--- src/ethpipe_pkg.sv ---
`default_nettype none

package ethpipe_pkg;

  // ------------------------------------------------------------
  // sizes
  // ------------------------------------------------------------
  localparam int unsigned DATA_W     = 16;
  localparam int unsigned ADR_W      = 19;
  localparam int unsigned SLOT_AW    = 11;
  localparam int unsigned SLOT_WORDS = 2048;
  localparam int unsigned PTR_W      = 16;
  localparam int unsigned CNT_W      = 64;
  localparam int unsigned INTR_W     = 32;

  localparam logic [INTR_W-1:0] INTR_DEFAULT = 32'd2500000;

  // gmii framing
  localparam int unsigned PREAMBLE_LEN    = 7;
  localparam logic [7:0]  PREAMBLE_BYTE   = 8'h55;
  localparam logic [7:0]  SFD_BYTE        = 8'hD5;
  localparam int unsigned IFG_CYCLES      = 12;
  localparam int unsigned MAX_FRAME_BYTES = 1518;

  // bar hit bit positions
  localparam int unsigned BAR_REGS = 0;
  localparam int unsigned BAR_SLOT = 2;

  // BAR0 word addresses, slave address bits 8 to 1
  typedef enum logic [7:0] {
    REG_GCNT0       = 8'h02,
    REG_GCNT1       = 8'h03,
    REG_GCNT2       = 8'h04,
    REG_GCNT3       = 8'h05,
    REG_STATUS      = 8'h08,
    REG_TX_WR_PTR   = 8'h18,
    REG_TX_RD_PTR   = 8'h1A,
    REG_CLR_INTR_LO = 8'h40,
    REG_CLR_INTR_HI = 8'h41,
    REG_SET_INTR_LO = 8'h42,
    REG_SET_INTR_HI = 8'h43
  } slv_reg_e;

  // slave bus request, adr keeps the byte address numbering 19..1
  typedef struct packed {
    logic              ce;
    logic              we;
    logic [6:0]        bar;
    logic [ADR_W:1]    adr;
    logic [DATA_W-1:0] dat;
    logic [1:0]        sel;
  } slv_req_t;

  typedef struct packed {
    logic       vld;
    logic [7:0] data;
  } status_wr_t;

  typedef struct packed {
    logic [INTR_W-1:0] clr_val;
    logic [INTR_W-1:0] set_val;
  } intr_cfg_t;

endpackage

`default_nettype wire

--- src/gmii_sender.sv ---
`default_nettype none
`timescale 1ns/100ps

module gmii_sender
  import ethpipe_pkg::*;
(
  input  wire                clk_125,
  input  wire                sys_rst,
  input  wire [PTR_W-1:0]    wr_ptr_i,
  input  wire [DATA_W-1:0]   snd_q_i,
  output logic [SLOT_AW-1:0] snd_addr_o,
  output logic [PTR_W-1:0]   rd_ptr_o,
  output logic               tx_done_o,
  output logic               gmii_tx_en_o,
  output logic [7:0]         gmii_txd_o
);

  typedef enum logic [2:0] {
    IDLE,
    FETCH_LEN,
    PREAMBLE,
    PAYLOAD,
    GAP
  } snd_state_e;

  snd_state_e                           state_q;
  logic [$clog2(MAX_FRAME_BYTES+1)-1:0] len_q;
  logic [$clog2(MAX_FRAME_BYTES+1)-1:0] cnt_q;
  logic [DATA_W-1:0]                    word_q;
  logic [SLOT_AW:0]                     frame_words;
  logic [SLOT_AW-1:0]                   next_rd;
  logic                                 last_byte;
  logic                                 load_word;

  // length word plus ceil(L/2) data words
  assign frame_words = ((SLOT_AW + 1)'(len_q) + 1'b1) >> 1;
  assign next_rd     = rd_ptr_o[SLOT_AW-1:0] + 1'b1 + frame_words[SLOT_AW-1:0];
  assign last_byte   = (cnt_q == len_q - 1'b1);

  // next byte opens a new word, so take it from the ram and prefetch the one after
  assign load_word = ((state_q == PREAMBLE) && (cnt_q == PREAMBLE_LEN)) ||
                     ((state_q == PAYLOAD) && cnt_q[0] && !last_byte);

  always_ff @(posedge clk_125) begin
    if (state_q == FETCH_LEN)
      len_q <= snd_q_i[$clog2(MAX_FRAME_BYTES+1)-1:0];
    if (load_word)
      word_q <= snd_q_i;
  end

  // ------------------------------------------------------------
  // frame FSM, gmii outputs are registered
  // ------------------------------------------------------------
  always_ff @(posedge clk_125) begin
    if (sys_rst) begin
      state_q      <= IDLE;
      cnt_q        <= '0;
      snd_addr_o   <= '0;
      rd_ptr_o     <= '0;
      tx_done_o    <= 1'b0;
      gmii_tx_en_o <= 1'b0;
      gmii_txd_o   <= '0;
    end else begin
      tx_done_o <= 1'b0;
      case (state_q)
        IDLE: begin
          if (wr_ptr_i[SLOT_AW-1:0] != rd_ptr_o[SLOT_AW-1:0]) begin
            // ram samples the length word on this edge
            snd_addr_o <= snd_addr_o + 1'b1;
            state_q    <= FETCH_LEN;
          end
        end
        FETCH_LEN: begin
          cnt_q        <= '0;
          gmii_tx_en_o <= 1'b1;
          gmii_txd_o   <= PREAMBLE_BYTE;
          state_q      <= PREAMBLE;
        end
        PREAMBLE: begin
          cnt_q <= cnt_q + 1'b1;
          if (cnt_q == PREAMBLE_LEN - 1) begin
            gmii_txd_o <= SFD_BYTE;
          end else if (load_word) begin
            gmii_txd_o <= snd_q_i[15:8];
            snd_addr_o <= snd_addr_o + 1'b1;
            cnt_q      <= '0;
            state_q    <= PAYLOAD;
          end
        end
        PAYLOAD: begin
          cnt_q <= cnt_q + 1'b1;
          if (last_byte) begin
            gmii_tx_en_o <= 1'b0;
            gmii_txd_o   <= '0;
            tx_done_o    <= 1'b1;
            rd_ptr_o     <= PTR_W'(next_rd);
            snd_addr_o   <= next_rd;
            cnt_q        <= '0;
            state_q      <= GAP;
          end else if (load_word) begin
            gmii_txd_o <= snd_q_i[15:8];
            snd_addr_o <= snd_addr_o + 1'b1;
          end else begin
            gmii_txd_o <= word_q[7:0];
          end
        end
        GAP: begin
          cnt_q <= cnt_q + 1'b1;
          if (cnt_q == IFG_CYCLES - 1)
            state_q <= IDLE;
        end
        default: state_q <= IDLE;
      endcase
    end
  end

  // the host must place a legal length ahead of each frame
  assert property (@(posedge clk_125) disable iff (sys_rst)
    (state_q == FETCH_LEN) |-> (snd_q_i >= 1 && snd_q_i <= MAX_FRAME_BYTES));

endmodule

`default_nettype wire

--- config.mk ---
export PLATFORM = sky130hd
export DESIGN_NAME = gmii_sender
export DESIGN_NICKNAME = d
export VERILOG_FILES = /design/src/ethpipe_pkg.sv /design/src/gmii_sender.sv
export SDC_FILE = /design/constraint.sdc
export NUM_CORES = 1
export LEC_CHECK = 0
export ABC_AREA = 1
export BUFFER_PORTS_ARGS = -buffer_cell sky130_fd_sc_hd__clkbuf_2
export CAP_MARGIN = 10
export CORE_UTILIZATION = 59
export DETAILED_ROUTE_END_ITERATION = 8
export GPL_TIMING_DRIVEN = 0
export HOLD_SLACK_MARGIN = 0.12
export PLACE_DENSITY_LB_ADDON = 0.1
export SYNTH_ARGS = -nofsm -noshare
export SYNTH_HDL_FRONTEND = slang
export SYNTH_SLANG_ARGS = --single-unit
--- constraint.sdc ---
create_clock -name clk_125 -period 4.52 [get_ports clk_125]
set_input_delay 0.452 -clock clk_125 [delete_from_list [all_inputs] [get_ports clk_125]]
set_output_delay 0.452 -clock clk_125 [all_outputs]
set_load 0.005 [all_outputs]
==> impl_metrics.yaml <==
drt:
  drc: 0
  vias: 4802
  finalWirelength_mm: 12.4
  drt_first_pass_iters: 5
  via_per_inst: 5.66
  wl_per_cell_um: 14.7
  drt_iter0_drc: 259
  ant_nets: 0
logic_synthesis:
  synth-edff-count: 19
  syn_area_per_cell_sq_um: 6.80
  ys_seq_area_frac: 0.327
  synth_area_leaders: "dfxtp_1 20%, nand2_1 13%, edfxtp_1 13%, nand3_1 9.2%, inv_1 7.3%"
  yosysTopAreaCell: "dfxtp_1"
  yosys_register_bits: 65
  synth_top_area_share: 0.202
  ys_types: 39
  synth_fa_ha_area_frac: 0.0456
  postSynthCellCount: 670
  ys_async_sr_fraction: 0
  ys.flop_type: "dfxtp_1"
  yosysWarnings: 0
  synth_compound_area_frac: 0.106
  synthMuxAreaShare: 0
  synth_top_family_by_area: "simple AND/OR/NAND/NOR gates"
  synth_xor_area_frac: 0.0596
  synth_simple_gate_area_share: 0.349
  synthesis.area_sq_mm: 0.00455
grt:
  grt_use_met1: 0.368
  grt_util_met3: 0.0651
  busiest_layer: "met2"
  grt_util_all_layers: 0.319
  grt_overflow: 0
  antenna_found_initial: 0
  grtUsageMet2: 0.545
  grt_pass1_vias: 4579
  grt_pass1_wl_mm: 20.6
  grt_start_max_net_pins: 18
cts:
  cts.repair.resized: 0
  h-tree-depth: 3
  cts_tree: "yes"
  numCtsBuffers: 9
  clk_pin_slew_ns: 0.09
  cts_sinks: 65
  clk_path_buf_depth: 2
  insertion_delay_ns: 0.36
  cts_setup_buffers: 0
  cts.hold.buffers_added: 0
  clockRootBuffer: "clkbuf_8"
power:
  internal_power_w: 0.00139
  leakage_nw: 2.44
  power_frac_clock: 0.213
  p_seq_frac: 0.343
  swShare: 0.446
  finalPower_w: 0.00251
  p_per_area_mw_per_mm2: 483
  pwr-share-comb: 0.444
  p_sw_w: 0.00112
  ir_worst_vdd_mv: 0.337
sta:
  slew_headroom: 0.339
  setup_viol: 0
  rsz0062_at_grt: "no"
  timing.final.crit_period_ns: 3.12
  finalSetupTns_ns: 0
  final_hold_viol_count: 0
  finalCritPeriodShare: 0.690
  timing.fmax_mhz: 321
  final_max_slew_viol_count: 0
  tightest_slew_ns: 0.986
  fin_hold_ws_ns: 0.279
  fin_skew_ns: 0.0124
final_layout:
  layout_common_cells: "157 x nand2_1, 88 x inv_1, 84 x nand3_1"
  mostFrequentLayoutCell: "nand2_1"
  diodes: 0
  area_growth_pct: 14.2
  final.fill_count: 670
  drive_above_1_share: 0.155
  fin_nets: 794
worst_setup_path:
  crit_required_ns: 4.74
  arrival_ns: 3.34
  crit_fanout: 7
  path_class: "flip-flop to flip-flop"
  start_kind: "flip-flop"
  endpoint_kind: "flip-flop"
place:
  portBuffers: 59
  routabilityCongestion: 0.926
  hpwl_mm: 9.35
floorplanning:
  num_rows: 31
  coreArea_sq_mm: 0.00737
  pin_count: 71
  fp.dieW_um: 89.9
  dieArea_sq_mm: 0.00807
  fp.dieH_um: 89.9
  initial_utilization: 0.618
run:
  drv_cap: 0
min_path:
  hp-class: "primary input to flip-flop"
run_status:
  outcome: "finished clean"
==> power groups by stage <==
stage | clock network (W) | registers (W) | logic (W)
2_1_floorplan | 0 | 0.000840 | 0.000791
3_3_place_gp | 0 | 0.000864 | 0.00106
3_5_place_dp | 0 | 0.000873 | 0.00109
4_1_cts | 0.000540 | 0.000860 | 0.00111
5_1_grt | 0.000563 | 0.000876 | 0.00125
6_report | 0.000536 | 0.000862 | 0.00112
==> cell usage after synthesis, types with 7 or more instances <==
master / number
a21oi_1: 65
buf_4: 7
clkbuf_1: 8
dfxtp_1: 46
edfxtp_1: 19
ha_1: 15
inv_1: 88
nand2_1: 157
nand3_1: 84
nand4_1: 16
nor2_1: 48
nor3_1: 11
o21ai_0: 17
xnor2_1: 7
xor2_1: 24
==> through the flow <==
stage	utilization	area, sq um	setup slack, ns	instances
after floorplan	-	4570	1.91	674
after global placement	0.677	4990	1.50	832
after detailed placement	0.678	4990	1.44	832
after CTS	0.706	5200	1.40	848
after global routing	0.706	5200	1.05	848
final	0.706	5200	1.40	848
==> worst paths after layout <==
| kind | cells after the start | slack, ns | endpoint | start |
|---|---|---|---|---|
| max | 22 | 1.40 | snd_addr_o[9]$_SDFFE_PP0P_ | len_q[2]$_DFFE_PP_ |
| min | 1 | 0.28 | word_q[5]$_DFFE_PP_ | snd_q_i[5] |
| max reg2reg | 22 | 1.40 | snd_addr_o[9]$_SDFFE_PP0P_ | len_q[2]$_DFFE_PP_ |
| min reg2reg | 2 | 0.48 | gmii_txd_o[3]$_SDFFE_PP0P_ | gmii_txd_o[3]$_SDFFE_PP0P_ |
==> logic make-up (layout without fill, tap and decap cells) <==
kind of cell / after synthesis / after routing
AND/OR/NAND/NOR: 346 / 346
other: 1 / 5
AO/OA/AOI/OAI: 93 / 93
flip-flops: 65 / 65
XOR/XNOR: 31 / 31
adder cells (fa/ha/maj): 16 / 16
buffers and inverters: 118 / 193
==> cell type report <==
class                           count  area (sq um)  share of cell area
Clock buffer                        9           124              0.0238
Tap cell                           99           124              0.0238
Clock inverter                      7          85.1              0.0164
Timing Repair Buffer               59           295              0.0568
Multi-Input combinational cell    491          2580               0.495
Inverter                           91           342              0.0657
Sequential cell                    65          1490               0.287
Buffer                             27           165              0.0317
==> worst max-delay path, cell delays in order, from the launching register on <==
cell and delay [ns]:
edfxtp_1 0.35, buf_6 0.14, inv_1 0.06, nor3_1 0.32, nand3_1 0.22, nor2_1 0.20
xor2_1 0.16, inv_1 0.06, ha_1 0.33, inv_1 0.10, o21ai_0 0.09, nor2_1 0.15
nand2_1 0.08, nand2_1 0.08, nand2_1 0.07, nand2_1 0.06, nand2_1 0.06, nor2_1 0.09
nor2_1 0.05, nand2_1 0.09, nand3_1 0.09, nand2_1 0.10, a21oi_1 0.05
==> metal layers <==
layer  routed length [um]  share of wire
met2                 5890           0.47
met5                    0              0
met4                  580          0.047
met3                  949          0.076
met1                 5030           0.40
==> flip-flops by register name (all words and copies together), names as in the netlist <==
| signal | count |
|---|---|
| tx_done_o | 1 |
| state_q | 3 |
| gmii_tx_en_o | 1 |
| cnt_q | 11 |
| rd_ptr_o | 11 |
| word_q | 8 |
| gmii_txd_o | 8 |
| snd_addr_o | 11 |
| len_q | 11 |
No activity file was read; power rests on OpenSTA's default activity.
