### config.mk
export PLATFORM = sky130hd
export DESIGN_NAME = slave_regs
export DESIGN_NICKNAME = d
export VERILOG_FILES = /design/src/ethpipe_pkg.sv /design/src/slave_regs.sv
export SDC_FILE = /design/constraint.sdc
export NUM_CORES = 1
export LEC_CHECK = 0
export BUFFER_PORTS_ARGS = -buffer_cell sky130_fd_sc_hd__buf_2
export CELL_PAD_IN_SITES_DETAIL_PLACEMENT = 0
export CELL_PAD_IN_SITES_GLOBAL_PLACEMENT = 1
export CORE_ASPECT_RATIO = 1.2
export CORE_MARGIN = 5
export CORE_UTILIZATION = 37
export CTS_CLUSTER_DIAMETER = 120
export CTS_CLUSTER_SIZE = 8
export DETAILED_ROUTE_END_ITERATION = 8
export GPL_TIMING_DRIVEN = 1
export MAX_ROUTING_LAYER = met4
export PLACE_DENSITY_LB_ADDON = 0.1
export SYNTH_ARGS = -nofsm -noshare
export SYNTH_HDL_FRONTEND = slang
export SYNTH_SLANG_ARGS = --single-unit
### constraint.sdc
create_clock -name clk_125 -period 2.3 [get_ports clk_125]
set_input_delay 0.69 -clock clk_125 [delete_from_list [all_inputs] [get_ports clk_125]]
set_output_delay 0.69 -clock clk_125 [all_outputs]
set_load 0.005 [all_outputs]
### src/ethpipe_pkg.sv
`default_nettype none

package ethpipe_pkg;

  // ------------------------------------------------------------
  // sizes
  // ------------------------------------------------------------
  localparam int unsigned DATA_W     = 16;
  localparam int unsigned ADR_W      = 19;
  localparam int unsigned SLOT_AW    = 11;
  localparam int unsigned SLOT_WORDS = 2048;
  localparam int unsigned PTR_W      = 16;
  localparam int unsigned CNT_W      = 64;
  localparam int unsigned INTR_W     = 32;

  localparam logic [INTR_W-1:0] INTR_DEFAULT = 32'd2500000;

  // gmii framing
  localparam int unsigned PREAMBLE_LEN    = 7;
  localparam logic [7:0]  PREAMBLE_BYTE   = 8'h55;
  localparam logic [7:0]  SFD_BYTE        = 8'hD5;
  localparam int unsigned IFG_CYCLES      = 12;
  localparam int unsigned MAX_FRAME_BYTES = 1518;

  // bar hit bit positions
  localparam int unsigned BAR_REGS = 0;
  localparam int unsigned BAR_SLOT = 2;

  // BAR0 word addresses, slave address bits 8 to 1
  typedef enum logic [7:0] {
    REG_GCNT0       = 8'h02,
    REG_GCNT1       = 8'h03,
    REG_GCNT2       = 8'h04,
    REG_GCNT3       = 8'h05,
    REG_STATUS      = 8'h08,
    REG_TX_WR_PTR   = 8'h18,
    REG_TX_RD_PTR   = 8'h1A,
    REG_CLR_INTR_LO = 8'h40,
    REG_CLR_INTR_HI = 8'h41,
    REG_SET_INTR_LO = 8'h42,
    REG_SET_INTR_HI = 8'h43
  } slv_reg_e;

  // slave bus request, adr keeps the byte address numbering 19..1
  typedef struct packed {
    logic              ce;
    logic              we;
    logic [6:0]        bar;
    logic [ADR_W:1]    adr;
    logic [DATA_W-1:0] dat;
    logic [1:0]        sel;
  } slv_req_t;

  typedef struct packed {
    logic       vld;
    logic [7:0] data;
  } status_wr_t;

  typedef struct packed {
    logic [INTR_W-1:0] clr_val;
    logic [INTR_W-1:0] set_val;
  } intr_cfg_t;

endpackage

`default_nettype wire

### src/slave_regs.sv
`default_nettype none
`timescale 1ns/100ps

module slave_regs
  import ethpipe_pkg::*;
(
  input  wire                clk_125,
  input  wire                sys_rst,
  input  wire slv_req_t      slv_req_i,
  input  wire [PTR_W-1:0]    rd_ptr_i,
  input  wire [7:0]          status_i,
  output logic [DATA_W-1:0]  dat_o,
  output logic [PTR_W-1:0]   wr_ptr_o,
  output status_wr_t         status_wr_o,
  output intr_cfg_t          intr_cfg_o,
  output logic               slot_half_free_o
);

  logic [CNT_W-1:0]   gcnt_q;
  logic               adr_ok;
  logic               reg_wr;
  logic               reg_rd;
  slv_reg_e           reg_adr;
  logic [SLOT_AW-1:0] used_words;
  logic [SLOT_AW:0]   free_words;

  // register byte 0 lives on bus bits 15:8
  function automatic logic [15:0] swap16(input logic [15:0] v);
    return {v[7:0], v[15:8]};
  endfunction

  function automatic logic [15:0] lane_merge(input logic [15:0] old_v,
                                             input logic [15:0] bus_v,
                                             input logic [1:0]  sel);
    logic [15:0] v;
    v = old_v;
    if (sel[1])
      v[7:0] = bus_v[15:8];
    if (sel[0])
      v[15:8] = bus_v[7:0];
    return v;
  endfunction

  assign adr_ok  = (slv_req_i.adr[11:9] == 3'b000);
  assign reg_adr = slv_reg_e'(slv_req_i.adr[8:1]);
  assign reg_wr  = slv_req_i.ce && slv_req_i.we && slv_req_i.bar[BAR_REGS] && adr_ok;
  assign reg_rd  = slv_req_i.ce && !slv_req_i.we && slv_req_i.bar[BAR_REGS];

  assign status_wr_o = '{
    vld:  reg_wr && (reg_adr == REG_STATUS) && slv_req_i.sel[1],
    data: slv_req_i.dat[15:8]
  };

  // free running global counter
  always_ff @(posedge clk_125) begin
    if (sys_rst)
      gcnt_q <= '0;
    else
      gcnt_q <= gcnt_q + 1'b1;
  end

  // ------------------------------------------------------------
  // host writes
  // ------------------------------------------------------------
  always_ff @(posedge clk_125) begin
    if (sys_rst) begin
      wr_ptr_o           <= '0;
      intr_cfg_o.clr_val <= INTR_DEFAULT;
      intr_cfg_o.set_val <= INTR_DEFAULT;
    end else if (reg_wr) begin
      case (reg_adr)
        REG_TX_WR_PTR:   wr_ptr_o <= lane_merge(wr_ptr_o, slv_req_i.dat, slv_req_i.sel);
        REG_CLR_INTR_LO: intr_cfg_o.clr_val[15:0] <=
          lane_merge(intr_cfg_o.clr_val[15:0], slv_req_i.dat, slv_req_i.sel);
        REG_CLR_INTR_HI: intr_cfg_o.clr_val[31:16] <=
          lane_merge(intr_cfg_o.clr_val[31:16], slv_req_i.dat, slv_req_i.sel);
        REG_SET_INTR_LO: intr_cfg_o.set_val[15:0] <=
          lane_merge(intr_cfg_o.set_val[15:0], slv_req_i.dat, slv_req_i.sel);
        REG_SET_INTR_HI: intr_cfg_o.set_val[31:16] <=
          lane_merge(intr_cfg_o.set_val[31:16], slv_req_i.dat, slv_req_i.sel);
        default: ;
      endcase
    end
  end

  // ------------------------------------------------------------
  // host reads, data held until the next BAR0 read
  // ------------------------------------------------------------
  always_ff @(posedge clk_125) begin
    if (sys_rst) begin
      dat_o <= '0;
    end else if (reg_rd) begin
      if (!adr_ok) begin
        dat_o <= '0;
      end else begin
        case (reg_adr)
          REG_GCNT0:       dat_o <= swap16(gcnt_q[15:0]);
          REG_GCNT1:       dat_o <= swap16(gcnt_q[31:16]);
          REG_GCNT2:       dat_o <= swap16(gcnt_q[47:32]);
          REG_GCNT3:       dat_o <= swap16(gcnt_q[63:48]);
          REG_STATUS:      dat_o <= {status_i, 8'h00};
          REG_TX_WR_PTR:   dat_o <= swap16(wr_ptr_o);
          REG_TX_RD_PTR:   dat_o <= swap16(rd_ptr_i);
          REG_CLR_INTR_LO: dat_o <= swap16(intr_cfg_o.clr_val[15:0]);
          REG_CLR_INTR_HI: dat_o <= swap16(intr_cfg_o.clr_val[31:16]);
          REG_SET_INTR_LO: dat_o <= swap16(intr_cfg_o.set_val[15:0]);
          REG_SET_INTR_HI: dat_o <= swap16(intr_cfg_o.set_val[31:16]);
          default:         dat_o <= '0;
        endcase
      end
    end
  end

  // slot occupancy, pointers wrap at the slot depth
  assign used_words = wr_ptr_o[SLOT_AW-1:0] - rd_ptr_i[SLOT_AW-1:0];
  assign free_words = (SLOT_AW + 1)'(SLOT_WORDS) - {1'b0, used_words};

  always_ff @(posedge clk_125) begin
    if (sys_rst)
      slot_half_free_o <= 1'b0;
    else
      slot_half_free_o <= (free_words >= (SLOT_AW + 1)'(SLOT_WORDS / 2));
  end

  // a register write always carries at least one byte lane
  assert property (@(posedge clk_125) disable iff (sys_rst)
    (slv_req_i.ce && slv_req_i.we && slv_req_i.bar[BAR_REGS]) |-> (slv_req_i.sel != 2'b00));

endmodule

`default_nettype wire

==> impl_metrics.ini <==
[place]
portBuffers = 163
gp_congestion = 0.931
place_ws_ns = -0.293
place_hpwl_um = 24000

[floorplan]
die-height_um = 175
core-area_um2 = 22400
floorplan.initialDensity = 0.376
ios = 178
dieArea_um2 = 25900
die_w_um = 148
rows = 60

[timing]
maxSlewViolCount = 0
setup_viol = 0
finalHoldViolations = 0
fin_skew_ns = 0.00945
finalWorstSetupSlack_ns = 0.0266
fin_crit_sh = 0.988
finalCriticalPeriod_ns = 2.27
rsz0062_at_grt = yes
fmax_mhz = 440
relSlewSlack = 0.400
tns_ns = 0
tightest_slew_ns = 0.901

[route]
vias = 8022
ant_nets = 0
drt-initial-drc-count = 563
wire_per_inst_um = 20.5
dr.pass1.iters = 5
viasPerCell = 5.34
drc = 0
totalWireLength_um = 30800

[synth]
synth.most_common_cell = dfxtp_1
synth_common_cells = 161 x dfxtp_1, 145 x nor2_1, 89 x mux2i_1, 74 x nand2_1, 49 x o21ai_0
synth_top_area_cell = dfxtp_1
synth_nets = 1060
yosysSeqAreaShare = 0.382
synth_area_um2 = 8430
synth_flop_cell = dfxtp_1
ys_top_cells_by_area = dfxtp_1 38%, mux2i_1 11%, nor2_1 6.5%, xnor2_1 4.5%, nand2_1 3.3%
synth.top_cell.area_share = 0.382
postSynthCellCount = 976
yosysWarnings = 0
synthDistinctLibCells = 66
syn_area_per_cell_um2 = 8.64
synthArstFlopShare = 0
synth-edff-count = 0
ys_ff_latch = 161

[global_routing]
grt_busiest_layer = met2
globalRouteOverflowTotal = 0
antenna_found_initial = 0
use_met3 = 0.0434
globalRouteMet2Util = 0.400
use_met1 = 0.310
grt_max_degree = 79
grt_pass1_wl_um = 47000
grt_pass1_vias = 7827
grt_usage = 0.242

[final_layout]
multi_input_area_um2 = 4900
nNetsFinal = 1295
area_growth_pct = 29.4
seq_area_um2 = 3220
utilization = 0.486
nFillCells = 2289
layout-drive-gt1-share = 0.283
antennaDiodeCount = 0

[clock_tree]
clock_path_buffers = 2
cts_tree = built
cts.clk_slew.worst_paths_ns = 0.07
htreeDepth = 4
cts-root-buf = clkbuf_16
cts.sinks = 161
clk-insertion-delay-late_ns = 0.42
numCtsBuffers = 17

[power_and_ir_drop]
p_leak_uw = 0.00442
peakVddDrop_mv = 0.503
p_per_area_nw_per_um2 = 550

[worst_hold_path]
hold-path-cell-count = 2
min_from = dat_o[2]
hold-path-endpoint = dat_o[2]
hold_path.class = reg -> reg

[worst_setup_path]
endpoint_kind = output pin
ff2ff_path_depth = 9
crit_arrival_ns = 1.58
worstSetupPathType = in -> out
reg2reg_from = wr_ptr_o[0]
critPathLaunchType = input pin
worstPathRequired_ns = 1.61
rrSetupSlack_ns = 0.13
timing.rr.end = slot_half_free_o
critical_path.max_fanout = 2

[run_status]
status = finished clean

[job]
cap_violations = 0
==> stage by stage <==
stage               instance area, µm²  total power, µW  hold WS, ns  std cells
floorplan                         8490             3080        0.449        976
global placement                 10300             3310        0.457       1468
global route                     10900             6230        0.498       1502
CTS                              10900             6070        0.466       1500
finish                           10900             6010        0.462       1502
detailed placement               10300             3310        0.450       1468
==> power by group <==
group	internal, µW	switching, µW
Clock	1510	1250
Combinational	183	274
Sequential	2790	2.42
==> worst max path at each step <==
stage	start	end	slack [ns]	cells past startpoint
after floorplan	slv_req_i[19]	dat_o[10]	-0.0008	7
after global placement	rd_ptr_i[0]	slot_half_free_o	-0.28	9
after detailed placement	rd_ptr_i[0]	slot_half_free_o	-0.29	9
after CTS	slv_req_i[20]	status_wr_o[8]	-0.002	6
after global routing	slv_req_i[18]	status_wr_o[8]	-0.009	6
final	slv_req_i[18]	status_wr_o[8]	0.03	6
==> cells by family after synthesis <==
| group | after synthesis | synth area share |
|---|---|---|
| XOR/XNOR | 57 | 0.0592 |
| AO/OA/AOI/OAI | 174 | 0.136 |
| buffers and inverters | 86 | 0.0439 |
| flip-flops | 161 | 0.382 |
| multiplexers | 105 | 0.132 |
| adder cells (fa/ha/maj) | 12 | 0.0187 |
| AND/OR/NAND/NOR | 381 | 0.228 |
==> cell type report <==
class | instances | share of cell area
Sequential cell | 161 | 0.295
Inverter | 29 | 0.00997
Multi-Input combinational cell | 729 | 0.449
Clock buffer | 18 | 0.0393
Timing Repair Buffer | 273 | 0.162
Tap cell | 279 | 0.0320
Clock inverter | 13 | 0.0117
==> placed cells by master, fill, tap and decap left out, types with 9 or more instances in the layout <==
cell type / n
nor2b_1: 20
clkbuf_16: 17
a21oi_1: 31
ha_1: 11
nor3_1: 24
and3_1: 10
a211o_1: 16
xor2_1: 14
buf_12: 9
buf_4: 102
mux2_2: 12
mux2i_1: 89
nand4_1: 14
o22ai_1: 16
nand2_1: 72
inv_1: 29
xnor2_1: 43
dfxtp_1: 161
o21ai_0: 49
a221oi_1: 12
buf_2: 160
nor2_1: 143
or3_1: 15
nor4_1: 9
nand3_1: 28
a22oi_1: 18
==> repair_timing <==
item / in CTS / in global routing
gates cloned: 0 / 0
setup endpoints to repair: 1 / 1
resized for setup: 8 / 2
pin swaps: 2 / 2
hold buffers: 0 / 0
buffers inserted: 1 / 2
==> critical path, cell delays in order <==
cell and delay, ns:
buf_8 0.11, nor4b_4 0.29, nor2b_4 0.22, nand2_2 0.06
nor2_2 0.09, buf_2 0.12
==> metal layers <==
metal	up-vias	routed length (µm)
met3	28	1590
met1	3864	13600
met2	190	15100
met5	-	0
met4	0	558
li1	3940	-
==> state kept, by name (all words and copies together) (netlist names) <==
register and flops:
dat_o 16, gcnt_q 64, intr_cfg_o 64, slot_half_free_o 1, wr_ptr_o 16
(Power assumes the default switching activity.)
