--- src/ethpipe_pkg.sv ---
`default_nettype none

package ethpipe_pkg;

  // ------------------------------------------------------------
  // sizes
  // ------------------------------------------------------------
  localparam int unsigned DATA_W     = 16;
  localparam int unsigned ADR_W      = 19;
  localparam int unsigned SLOT_AW    = 11;
  localparam int unsigned SLOT_WORDS = 2048;
  localparam int unsigned PTR_W      = 16;
  localparam int unsigned CNT_W      = 64;
  localparam int unsigned INTR_W     = 32;

  localparam logic [INTR_W-1:0] INTR_DEFAULT = 32'd2500000;

  // gmii framing
  localparam int unsigned PREAMBLE_LEN    = 7;
  localparam logic [7:0]  PREAMBLE_BYTE   = 8'h55;
  localparam logic [7:0]  SFD_BYTE        = 8'hD5;
  localparam int unsigned IFG_CYCLES      = 12;
  localparam int unsigned MAX_FRAME_BYTES = 1518;

  // bar hit bit positions
  localparam int unsigned BAR_REGS = 0;
  localparam int unsigned BAR_SLOT = 2;

  // BAR0 word addresses, slave address bits 8 to 1
  typedef enum logic [7:0] {
    REG_GCNT0       = 8'h02,
    REG_GCNT1       = 8'h03,
    REG_GCNT2       = 8'h04,
    REG_GCNT3       = 8'h05,
    REG_STATUS      = 8'h08,
    REG_TX_WR_PTR   = 8'h18,
    REG_TX_RD_PTR   = 8'h1A,
    REG_CLR_INTR_LO = 8'h40,
    REG_CLR_INTR_HI = 8'h41,
    REG_SET_INTR_LO = 8'h42,
    REG_SET_INTR_HI = 8'h43
  } slv_reg_e;

  // slave bus request, adr keeps the byte address numbering 19..1
  typedef struct packed {
    logic              ce;
    logic              we;
    logic [6:0]        bar;
    logic [ADR_W:1]    adr;
    logic [DATA_W-1:0] dat;
    logic [1:0]        sel;
  } slv_req_t;

  typedef struct packed {
    logic       vld;
    logic [7:0] data;
  } status_wr_t;

  typedef struct packed {
    logic [INTR_W-1:0] clr_val;
    logic [INTR_W-1:0] set_val;
  } intr_cfg_t;

endpackage

`default_nettype wire

--- src/irq_moderator.sv ---
`default_nettype none
`timescale 1ns/100ps

module irq_moderator
  import ethpipe_pkg::*;
(
  input  wire              clk_125,
  input  wire              sys_rst,
  input  wire status_wr_t  status_wr_i,
  input  wire intr_cfg_t   intr_cfg_i,
  input  wire              tx_done_i,
  input  wire              slot_half_free_i,
  output logic [7:0]       status_o,
  output logic             sys_intr_o
);

  logic [7:0]        status_q;
  logic [INTR_W-1:0] holdoff_q;
  logic [INTR_W-1:0] hold_q;

  always_ff @(posedge clk_125) begin
    if (sys_rst) begin
      status_q  <= '0;
      holdoff_q <= '0;
      hold_q    <= '0;
    end else if (status_wr_i.vld) begin
      status_q <= status_wr_i.data;
      hold_q   <= '0;
      // acknowledging tx done opens a new hold-off window
      if (!status_wr_i.data[3])
        holdoff_q <= intr_cfg_i.clr_val;
      else if (holdoff_q != '0)
        holdoff_q <= holdoff_q - 1'b1;
    end else begin
      if (holdoff_q != '0)
        holdoff_q <= holdoff_q - 1'b1;

      // bit 3 stays up for set_val cycles
      if (status_q[3]) begin
        if (hold_q == intr_cfg_i.set_val) begin
          status_q[3] <= 1'b0;
          hold_q      <= '0;
        end else begin
          hold_q <= hold_q + 1'b1;
        end
      end else begin
        hold_q <= '0;
      end

      if (tx_done_i && (holdoff_q == '0))
        status_q[3] <= 1'b1;

      // sticky until the host writes it clear
      if (slot_half_free_i)
        status_q[4] <= 1'b1;
    end
  end

  assign status_o   = status_q;
  assign sys_intr_o = status_q[3] | status_q[4];

  // with a steady set_val the hold window never overruns
  assert property (@(posedge clk_125) disable iff (sys_rst)
    (status_q[3] && $stable(intr_cfg_i.set_val)) |-> (hold_q <= intr_cfg_i.set_val));

endmodule

`default_nettype wire

--- config.mk ---
export PLATFORM = sky130hd
export DESIGN_NAME = irq_moderator
export DESIGN_NICKNAME = d
export VERILOG_FILES = /design/src/ethpipe_pkg.sv /design/src/irq_moderator.sv
export SDC_FILE = /design/constraint.sdc
export NUM_CORES = 1
export LEC_CHECK = 0
export ABC_CLOCK_PERIOD_IN_PS = 2200
export BUFFER_PORTS_ARGS = -buffer_cell sky130_fd_sc_hd__buf_2
export CELL_PAD_IN_SITES_DETAIL_PLACEMENT = 1
export CELL_PAD_IN_SITES_GLOBAL_PLACEMENT = 1
export CORE_ASPECT_RATIO = 1.2
export CORE_MARGIN = 1.5
export CORE_UTILIZATION = 37
export CTS_CLUSTER_SIZE = 16
export DETAILED_ROUTE_END_ITERATION = 10
export MAX_ROUTING_LAYER = met4
export PLACE_DENSITY = 0.82
export SETUP_SLACK_MARGIN = 0.3
export SKIP_LAST_GASP = 1
export SLEW_MARGIN = 20
export SYNTH_ARGS = -nofsm -noshare
export SYNTH_HDL_FRONTEND = slang
export SYNTH_SLANG_ARGS = --single-unit
--- constraint.sdc ---
create_clock -name clk_125 -period 2.2 [get_ports clk_125]
set_input_delay 0.11 -clock clk_125 [delete_from_list [all_inputs] [get_ports clk_125]]
set_output_delay 0.11 -clock clk_125 [all_outputs]
set_load 0.05 [all_outputs]
==> results.txt, run 1 <==
- Once placement completed, the tool counted placed cells totaling 702.
- Clk Tree Root Cell: sky130_fd_sc_hd__clkbuf_16
- Number of nets in the final layout: 698
- From left edge to right edge, the die measures 97.5 um.
- Via count of the first global-routing pass: 4514
* Number of search-and-repair iterations in the first detailed-routing pass: 4
- The final reports fail on setup timing.
* Total I/O pin count: 86
- Before CTS, the worst setup slack after placement is -0.260 ns.
* Power density relative to cell area: 624 nW/um^2
- Number of synthesized register bits: 72
- In the final routed layout, each cell accounts on average for 21.8 um.
* Clock network latency to the later pin of the worst-skew pair: 0.34 ns
- The worst-case IR drop observed on VDD is 0.295 mV.
- Total number of yosys warnings: 0
- The count of nets left with antenna violations once routing finished came out at 0.
- At the pin with the least slew margin, the transition time is 0.563 ns.
* Shortest period the worst path allows: 2.51 ns
* Number of antenna violations at the first check in global routing: 0
* Remaining global-route overflow: 0
- Result of the run: finished with violations
- Max transition margin: 62.4%
- Sinks on the clock net: 72
- In this run the cell area of the synthesized design comes to 3970 sq um.
* Crit path arrival time: 2.72 ns
- Detailed routing inserted a total of 4359 vias.
- Standard cell core area: 10500 sq um
* Final estimated routing congestion in global placement: 0.818
- The finished layout holds 749 standard cells, fillers aside.
- Across the routed clock network, the largest skew measured is 0.00869 ns.
- Of the cells placed in the final design, the portion with a size suffix greater than 1 is 46.3%.
* Post-Synthesis Net Count: 541
* Wire length of the first global-routing pass: 22.2 mm
* Endpoint type of the worst setup path: register
- Chip Height: 116 um
- # H-tree levels: 3
- Accumulated negative setup slack: -5.03 ns
* Setup violators final: 32
- Reg clk slew, reported paths: 0.06 ns
- TritonCTS clock tree: built
- Most frequent standard cell in the layout excluding fill and tap cells: sky130_fd_sc_hd__buf_2
- The first routing iteration left 183 violations.
- Counting every instance in the synthesized netlist gives 461.
- In the routed layout, each cell is associated on average with a via count of 5.82.
- Path type of the worst min-delay path: input port to register
* Final worst-path cycle share: 114%
- Die footprint: 11300 sq um
- Cell area after layout: 6060 sq um
- Area after DPL: 4930 sq um
- Buffers inserted during clock tree synthesis total 9.
* # rows: 41
* Total count of max-transition violations in the final report: 0
- Count of unique library cells instantiated by Yosys: 45
* Synth async-reset ratio: 0%
* Largest driver fanout on the critical path: 8
* Number of I/O port buffers: 85
- Most used cells in the layout excluding fill and tap cells: sky130_fd_sc_hd__buf_2, sky130_fd_sc_hd__nor2_1, sky130_fd_sc_hd__buf_4, sky130_fd_sc_hd__dfxtp_1, sky130_fd_sc_hd__xor2_1
- Once routing completed, OpenROAD measured the worst setup slack at -0.306 ns.
* Unrepaired setup endpoints after global routing: true
* Number of flops mapped to enable cells by yosys: 0
- Max-cap viol count: 0
* Startpoint type of the worst setup path: register
- The critical path is of the register to register type.
- Among all flip-flop cells after synthesis, the most frequent one is sky130_fd_sc_hd__dfxtp_1.
- For this configuration, the core starts out at a cell density of 37.9%.
- Diodes inserted: 0
- Final wirelength: 16.4 mm
- Global routing consumed, over all layers together, 25.2% of the routing resources.
* Synthesized area per cell: 8.60 sq um
* Hold WS: 0.0147 ns
* Fmax: 399 MHz
- Required time at the worst-slack endpoint: 2.41 ns
- Proportion of synthesized chip area in sequential cells: 36.4%
- Static leakage: 2.39 nW
- The area growth from synthesis to layout is 52.9%.
- Half-perimeter wire length of the detailed placement result: 9.21 mm
- Entering global routing, the biggest net connects 36 pins.
* Number of failing hold endpoints at the final stage: 0
- Maximum count of clock buffers along a single path: 2
- After detailed routing, the number of remaining DRC violations is 0.
## cell usage after synthesis, drive strengths merged (2+ instances only)
cell / count / share of area (%)
or3: 20 / 3.3
buf: 5 / 1.0
o31ai: 17 / 3.2
a311oi: 29 / 6.4
o21ai: 10 / 1.3
ha: 3 / 0.95
dfxtp: 72 / 36
clkbuf: 19 / 1.8
nand4b: 4 / 0.88
or4: 22 / 4.4
nor3b: 2 / 0.38
xor2: 58 / 13
a21o: 2 / 0.38
inv: 4 / 0.38
and4: 4 / 0.88
a21oi: 2 / 0.25
and3: 3 / 0.47
nor4: 14 / 2.9
or4b: 2 / 0.50
nor3: 7 / 0.88
or2: 8 / 1.3
xnor2: 6 / 1.3
nand2b: 3 / 0.47
nor2: 81 / 7.7
and2: 3 / 0.47
nand4: 12 / 1.9
nand3: 13 / 1.6
nand2: 20 / 1.9
mux2i: 7 / 1.8
## layer usage
metal	GRT usage (%)	wire length, um
met1	27.0	6260
met2	47.0	8930
met3	4.07	623
met4	9.33	541
met5	-	0
## report_power, final
part	internal, mW	switching [mW]
sequential	1.37	0.0606
combinational	0.485	0.571
clock	0.746	0.551
## area by class of cell
| type | instances | area, sq um |
|---|---|---|
| fill | 1195 | 4400 |
| multi-input combinational | 362 | 2950 |
| sequential | 72 | 1470 |
| timing repair buffer | 169 | 1220 |
| clock buffer | 12 | 236 |
| tap | 129 | 161 |
| inverter | 4 | 15.0 |
| clock inverter | 1 | 7.51 |
## stage by stage
stage | util [%] | total power [mW]
floorplan | - | 1.88
global placement | 47.1 | 2.21
detailed placement | 47.1 | 2.26
CTS | 52.2 | 3.64
global route | 57.9 | 3.92
finish | 57.9 | 3.78
## worst max-delay path, stage by stage, from the launching register on
cell	delay (ns)
sky130_fd_sc_hd__dfxtp_2	0.32
sky130_fd_sc_hd__or4_4	0.59
sky130_fd_sc_hd__or3_4	0.36
sky130_fd_sc_hd__nor4_4	0.33
sky130_fd_sc_hd__buf_4	0.20
sky130_fd_sc_hd__buf_12	0.16
sky130_fd_sc_hd__o31ai_2	0.08
sky130_fd_sc_hd__a311oi_1	0.36
## worst paths after layout
| path | slack, ns | startpoint | end | depth (start not counted) |
|---|---|---|---|---|
| setup / recovery | -0.31 | holdoff_q[5]$_SDFF_PP0_ | holdoff_q[31]$_SDFF_PP0_ | 7 |
| hold / removal | 0.01 | status_wr_i[2] | status_o[2]$_SDFFE_PP0P_ | 3 |
| setup reg to reg | -0.31 | holdoff_q[5]$_SDFF_PP0_ | holdoff_q[31]$_SDFF_PP0_ | 7 |
| hold reg to reg | 0.51 | status_o[1]$_SDFFE_PP0P_ | status_o[1]$_SDFFE_PP0P_ | 2 |
## cells by family after synthesis
| group | count (synthesis) | share of synthesized area [%] |
|---|---|---|
| and+or+nand+nor | 221 | 30.7 |
| DFF | 72 | 36.4 |
| AOI/OAI and AO/OA | 66 | 12.9 |
| xor gates and xnor gates | 64 | 14.1 |
| buffers and inverters | 28 | 3.22 |
| muxes | 7 | 1.77 |
| adders and majority gates | 3 | 0.947 |
## registers in the layout (all words and copies together) (netlist names)
name	cells
status_o	8
holdoff_q	32
hold_q	32
## what timing repair did
action,4_1_cts,5_1_grt
resized for setup,32,90
cloned,3,5
buffers inserted,12,14
pin swaps,26,36
setup endpoints to repair,65,65
hold buffers,0,0
No activity file was read; power rests on OpenSTA's default activity.
==> inputs of run 2 (changes only) <==
--- a/config.mk
+++ b/config.mk
@@ -14,7 +14,7 @@
 export CORE_UTILIZATION = 37
 export CTS_CLUSTER_SIZE = 16
 export DETAILED_ROUTE_END_ITERATION = 10
-export MAX_ROUTING_LAYER = met4
+export HOLD_SLACK_MARGIN = 0.08
 export PLACE_DENSITY = 0.82
 export SETUP_SLACK_MARGIN = 0.3
 export SKIP_LAST_GASP = 1
==> run 2 against run 1 <==
Net effect: the flow still finishes with violations (setup timing); clock power about the same; fmax increased by 0.63%; via count rose by 1.3%; sequential share of layout area down 0.79 points; largest cell class unchanged; die area stayed put; non-clock buffer count increased by 14; register-to-register slack better by 0.02 ns; worst setup slack improved by 0.016 ns; combinational power about the same.
==> results.txt, run 2 (synthesis results as in run 1) <==
- Measured slew at the worst slew-check pin: 0.535 ns (-0.0279 ns)
- Largest driver fanout on the critical path: 6 (-2)
- Maximum number of pins on one net before global-route repair: 36 (unchanged)
* Most used cells in the layout excluding fill and tap cells: sky130_fd_sc_hd__buf_2, sky130_fd_sc_hd__nor2_1, sky130_fd_sc_hd__buf_4, sky130_fd_sc_hd__dfxtp_1, sky130_fd_sc_hd__xor2_1
- The number of standard cells in the final layout excluding fillers was 763 (+1.9%).
- The maximum buffer depth of the clock tree was 2 (unchanged).
- The row count came to 41 (unchanged).
* Shortest period the worst path allows: 2.49 ns (-0.0157 ns)
- Sum of buffers and inverters on the critical path: 4 (+2)
- Required time at the worst-slack endpoint: 2.48 ns (+0.07 ns)
- Critical-path top delay cell: sky130_fd_sc_hd__or4b_4
- Routed vias: 4415 (+1.3%)
* Endpoint type of the worst setup path: register
- The areal power density over the cells was 609 nW/um^2 (-2.3%).
- The final count of hold timing violations was 0 (unchanged).
- The part of the cycle the worst path needs is 113% (-0.71 points).
- Max transition margin: 64.3% (+1.9 points)
* Chip Height: 116 um (unchanged)
* Post-placement cell count: 702 (unchanged)
- The area of the core came to 10500 sq um (unchanged).
- Die footprint: 11300 sq um (unchanged)
- The number of antenna-violating nets in the routed design was 0 (unchanged).
- Clock network latency to the later pin of the worst-skew pair: 0.33 ns (about the same)
- Class of the most critical setup path: register to register
* Sinks on the clock net: 72 (unchanged)
- TritonCTS built the clock tree.
- The worst vdd rail ir drop came to 0.295 mV (+0.19%).
- The worst setup slack after layout is -0.290 ns (+0.0157 ns).
- Hold WS: 0.0867 ns (+0.0720 ns)
- The flow ran to the end, but the final reports show violations.
- Total count of max-transition violations in the final report: 0 (unchanged)
* Chip Width: 97.5 um (unchanged)
* Number of I/O port buffers: 85 (unchanged)
- Remaining global-route overflow: 0 (unchanged)
* Setup violators final: 33 (+3.1%)
- The setup TNS after final layout was -6.16 ns (-1.13 ns).
- The worst-case clock skew came to 0.00543 ns (-0.00326 ns).
- Wire length of the first global-routing pass: 23.0 mm (+3.7%)
* # H-tree levels: 3 (unchanged)
- Compared with the post-synthesis result, the final layout area differs by 57.3%.
* Reg clk slew, reported paths: 0.06 ns (about the same)
* Startpoint type of the worst setup path: register
- Number of antenna violations at the first check in global routing: 0 (unchanged)
- The number of global-route vias before repair was 4637 (+2.7%).
* Cells along the critical path: inv_2 > ha_4 > or4b_4 > or3_4 > nor4_4 > buf_6 > buf_12 > buf_4 > mux2i_1 > a21o_1
* Max stage delay on crit path: 0.47 ns (-0.12 ns)
- Static leakage: 2.44 nW (+1.9%)
- The weighted congestion at the end of routability-driven global placement came to 0.806 (-1.4%).
- The first-pass iteration count of the detailed router was 4 (unchanged).
* Routed vias/inst: 5.79 (-0.57%)
- The aggregate global-route resource usage was 25.5% (+0.35 points).
- Critical path's top delay family: simple AND/OR/NAND/NOR gates
- The CTS buffer count came to 9 (unchanged).
* DRC violation total after the first TritonRoute iteration: 163 (-11%)
- The post-detailed-route wirelength per cell came to 22.1 um (+1.0%).
- The pre-CTS setup slack is -0.260 ns (unchanged).
* Half-perimeter wire length of the detailed placement result: 9.21 mm (unchanged)
* Diodes inserted: 0 (unchanged)
- The library cell used most frequently in the layout, excluding fill and tap cells, is sky130_fd_sc_hd__buf_2.
* Fmax: 402 MHz (+0.63%)
- Path type of the worst min-delay path: input port to register
- Number of nets in the final layout: 712 (+2.0%)
- The max capacitance violation total was 0 (unchanged).
- The final wirelength came to 16.8 mm (+2.9%).
- Share of cells above drive strength 1: 44.2% (-2.1 points)
- Unrepaired setup endpoints after global routing: true
- Effective utilization at floorplan: 37.9% (unchanged)
- Crit path arrival time: 2.77 ns (+0.05 ns)
- Clk Tree Root Cell: sky130_fd_sc_hd__clkbuf_16
- The boundary pin count was 86 (unchanged).
- Final routed DRC violation total: 0 (unchanged)
- Failing checks: setup timing
## run 2: cell types whose count changed in the layout (fill, tap and decap cells not counted), sizes merged
cell / before / now
dlygate4sd3: 0 / 20
buf: 165 / 159
## run 2: area by class of cell
type | instances | area, sq um
Clock buffer | 12 | 236
Multi-Input combinational cell | 362 | 2970
Inverter | 4 | 15.0
Timing Repair Buffer | 183 | 1390
Fill cell | 1164 | 4230
Tap cell | 129 | 161
Clock inverter | 1 | 7.51
Sequential cell | 72 | 1470
## run 2: final timing paths
kind / from / endpoint / slack, ns / depth (start not counted)
hold / removal: intr_cfg_i[49] / holdoff_q[17]$_SDFF_PP0_ / 0.09 / 3
hold reg to reg: status_o[6]$_SDFFE_PP0P_ / status_o[6]$_SDFFE_PP0P_ / 0.53 / 2
setup / recovery: holdoff_q[0]$_SDFF_PP0_ / holdoff_q[1]$_SDFF_PP0_ / -0.29 / 10
setup reg to reg: holdoff_q[0]$_SDFF_PP0_ / holdoff_q[1]$_SDFF_PP0_ / -0.29 / 10
## run 2: metal layers
| metal | global-route usage (%) | vias to the layer above | share of wire (%) | routed length (um) |
|---|---|---|---|---|
| met4 | 11.8 | 0 | 3.1 | 526 |
| met5 | 0 | - | 0 | 0 |
| met3 | 4.67 | 40 | 3.5 | 586 |
| met2 | 48.9 | 137 | 55 | 9320 |
| li1 | - | 2039 | - | - |
| met1 | 27.3 | 2199 | 38 | 6410 |
## run 2: power by group
group / internal, mW / total (mW) / switching, mW
Combinational: 0.505 / 1.08 / 0.578
Sequential: 1.37 / 1.43 / 0.0643
Clock: 0.745 / 1.28 / 0.539
Total: 2.62 / 3.80 / 1.18
## run 2: worst min-delay path: stages
cell and delay (ns):
sky130_fd_sc_hd__buf_2 0.10, sky130_fd_sc_hd__nor2_1 0.10, sky130_fd_sc_hd__a311oi_1 0.06
## run 2: what timing repair did
| item | in CTS | in global routing |
|---|---|---|
| gates resized for setup | 32 | 95 |
| hold endpoints to repair | 20 | 0 |
| setup endpoints to repair | 65 | 65 |
| buffers inserted | 12 | 8 |
| gates cloned | 3 | 5 |
| pin swaps | 26 | 57 |
| hold buffers | 20 | 0 |
## run 2: through the flow
stage,instance area (sq um),power [mW],util [%]
2_1_floorplan,4030,1.88,-
3_3_place_gp,4930,2.21,47.1
6_report,6240,3.80,59.6
4_1_cts,5670,3.67,54.1
3_5_place_dp,4930,2.26,47.1
5_1_grt,6240,3.94,59.6
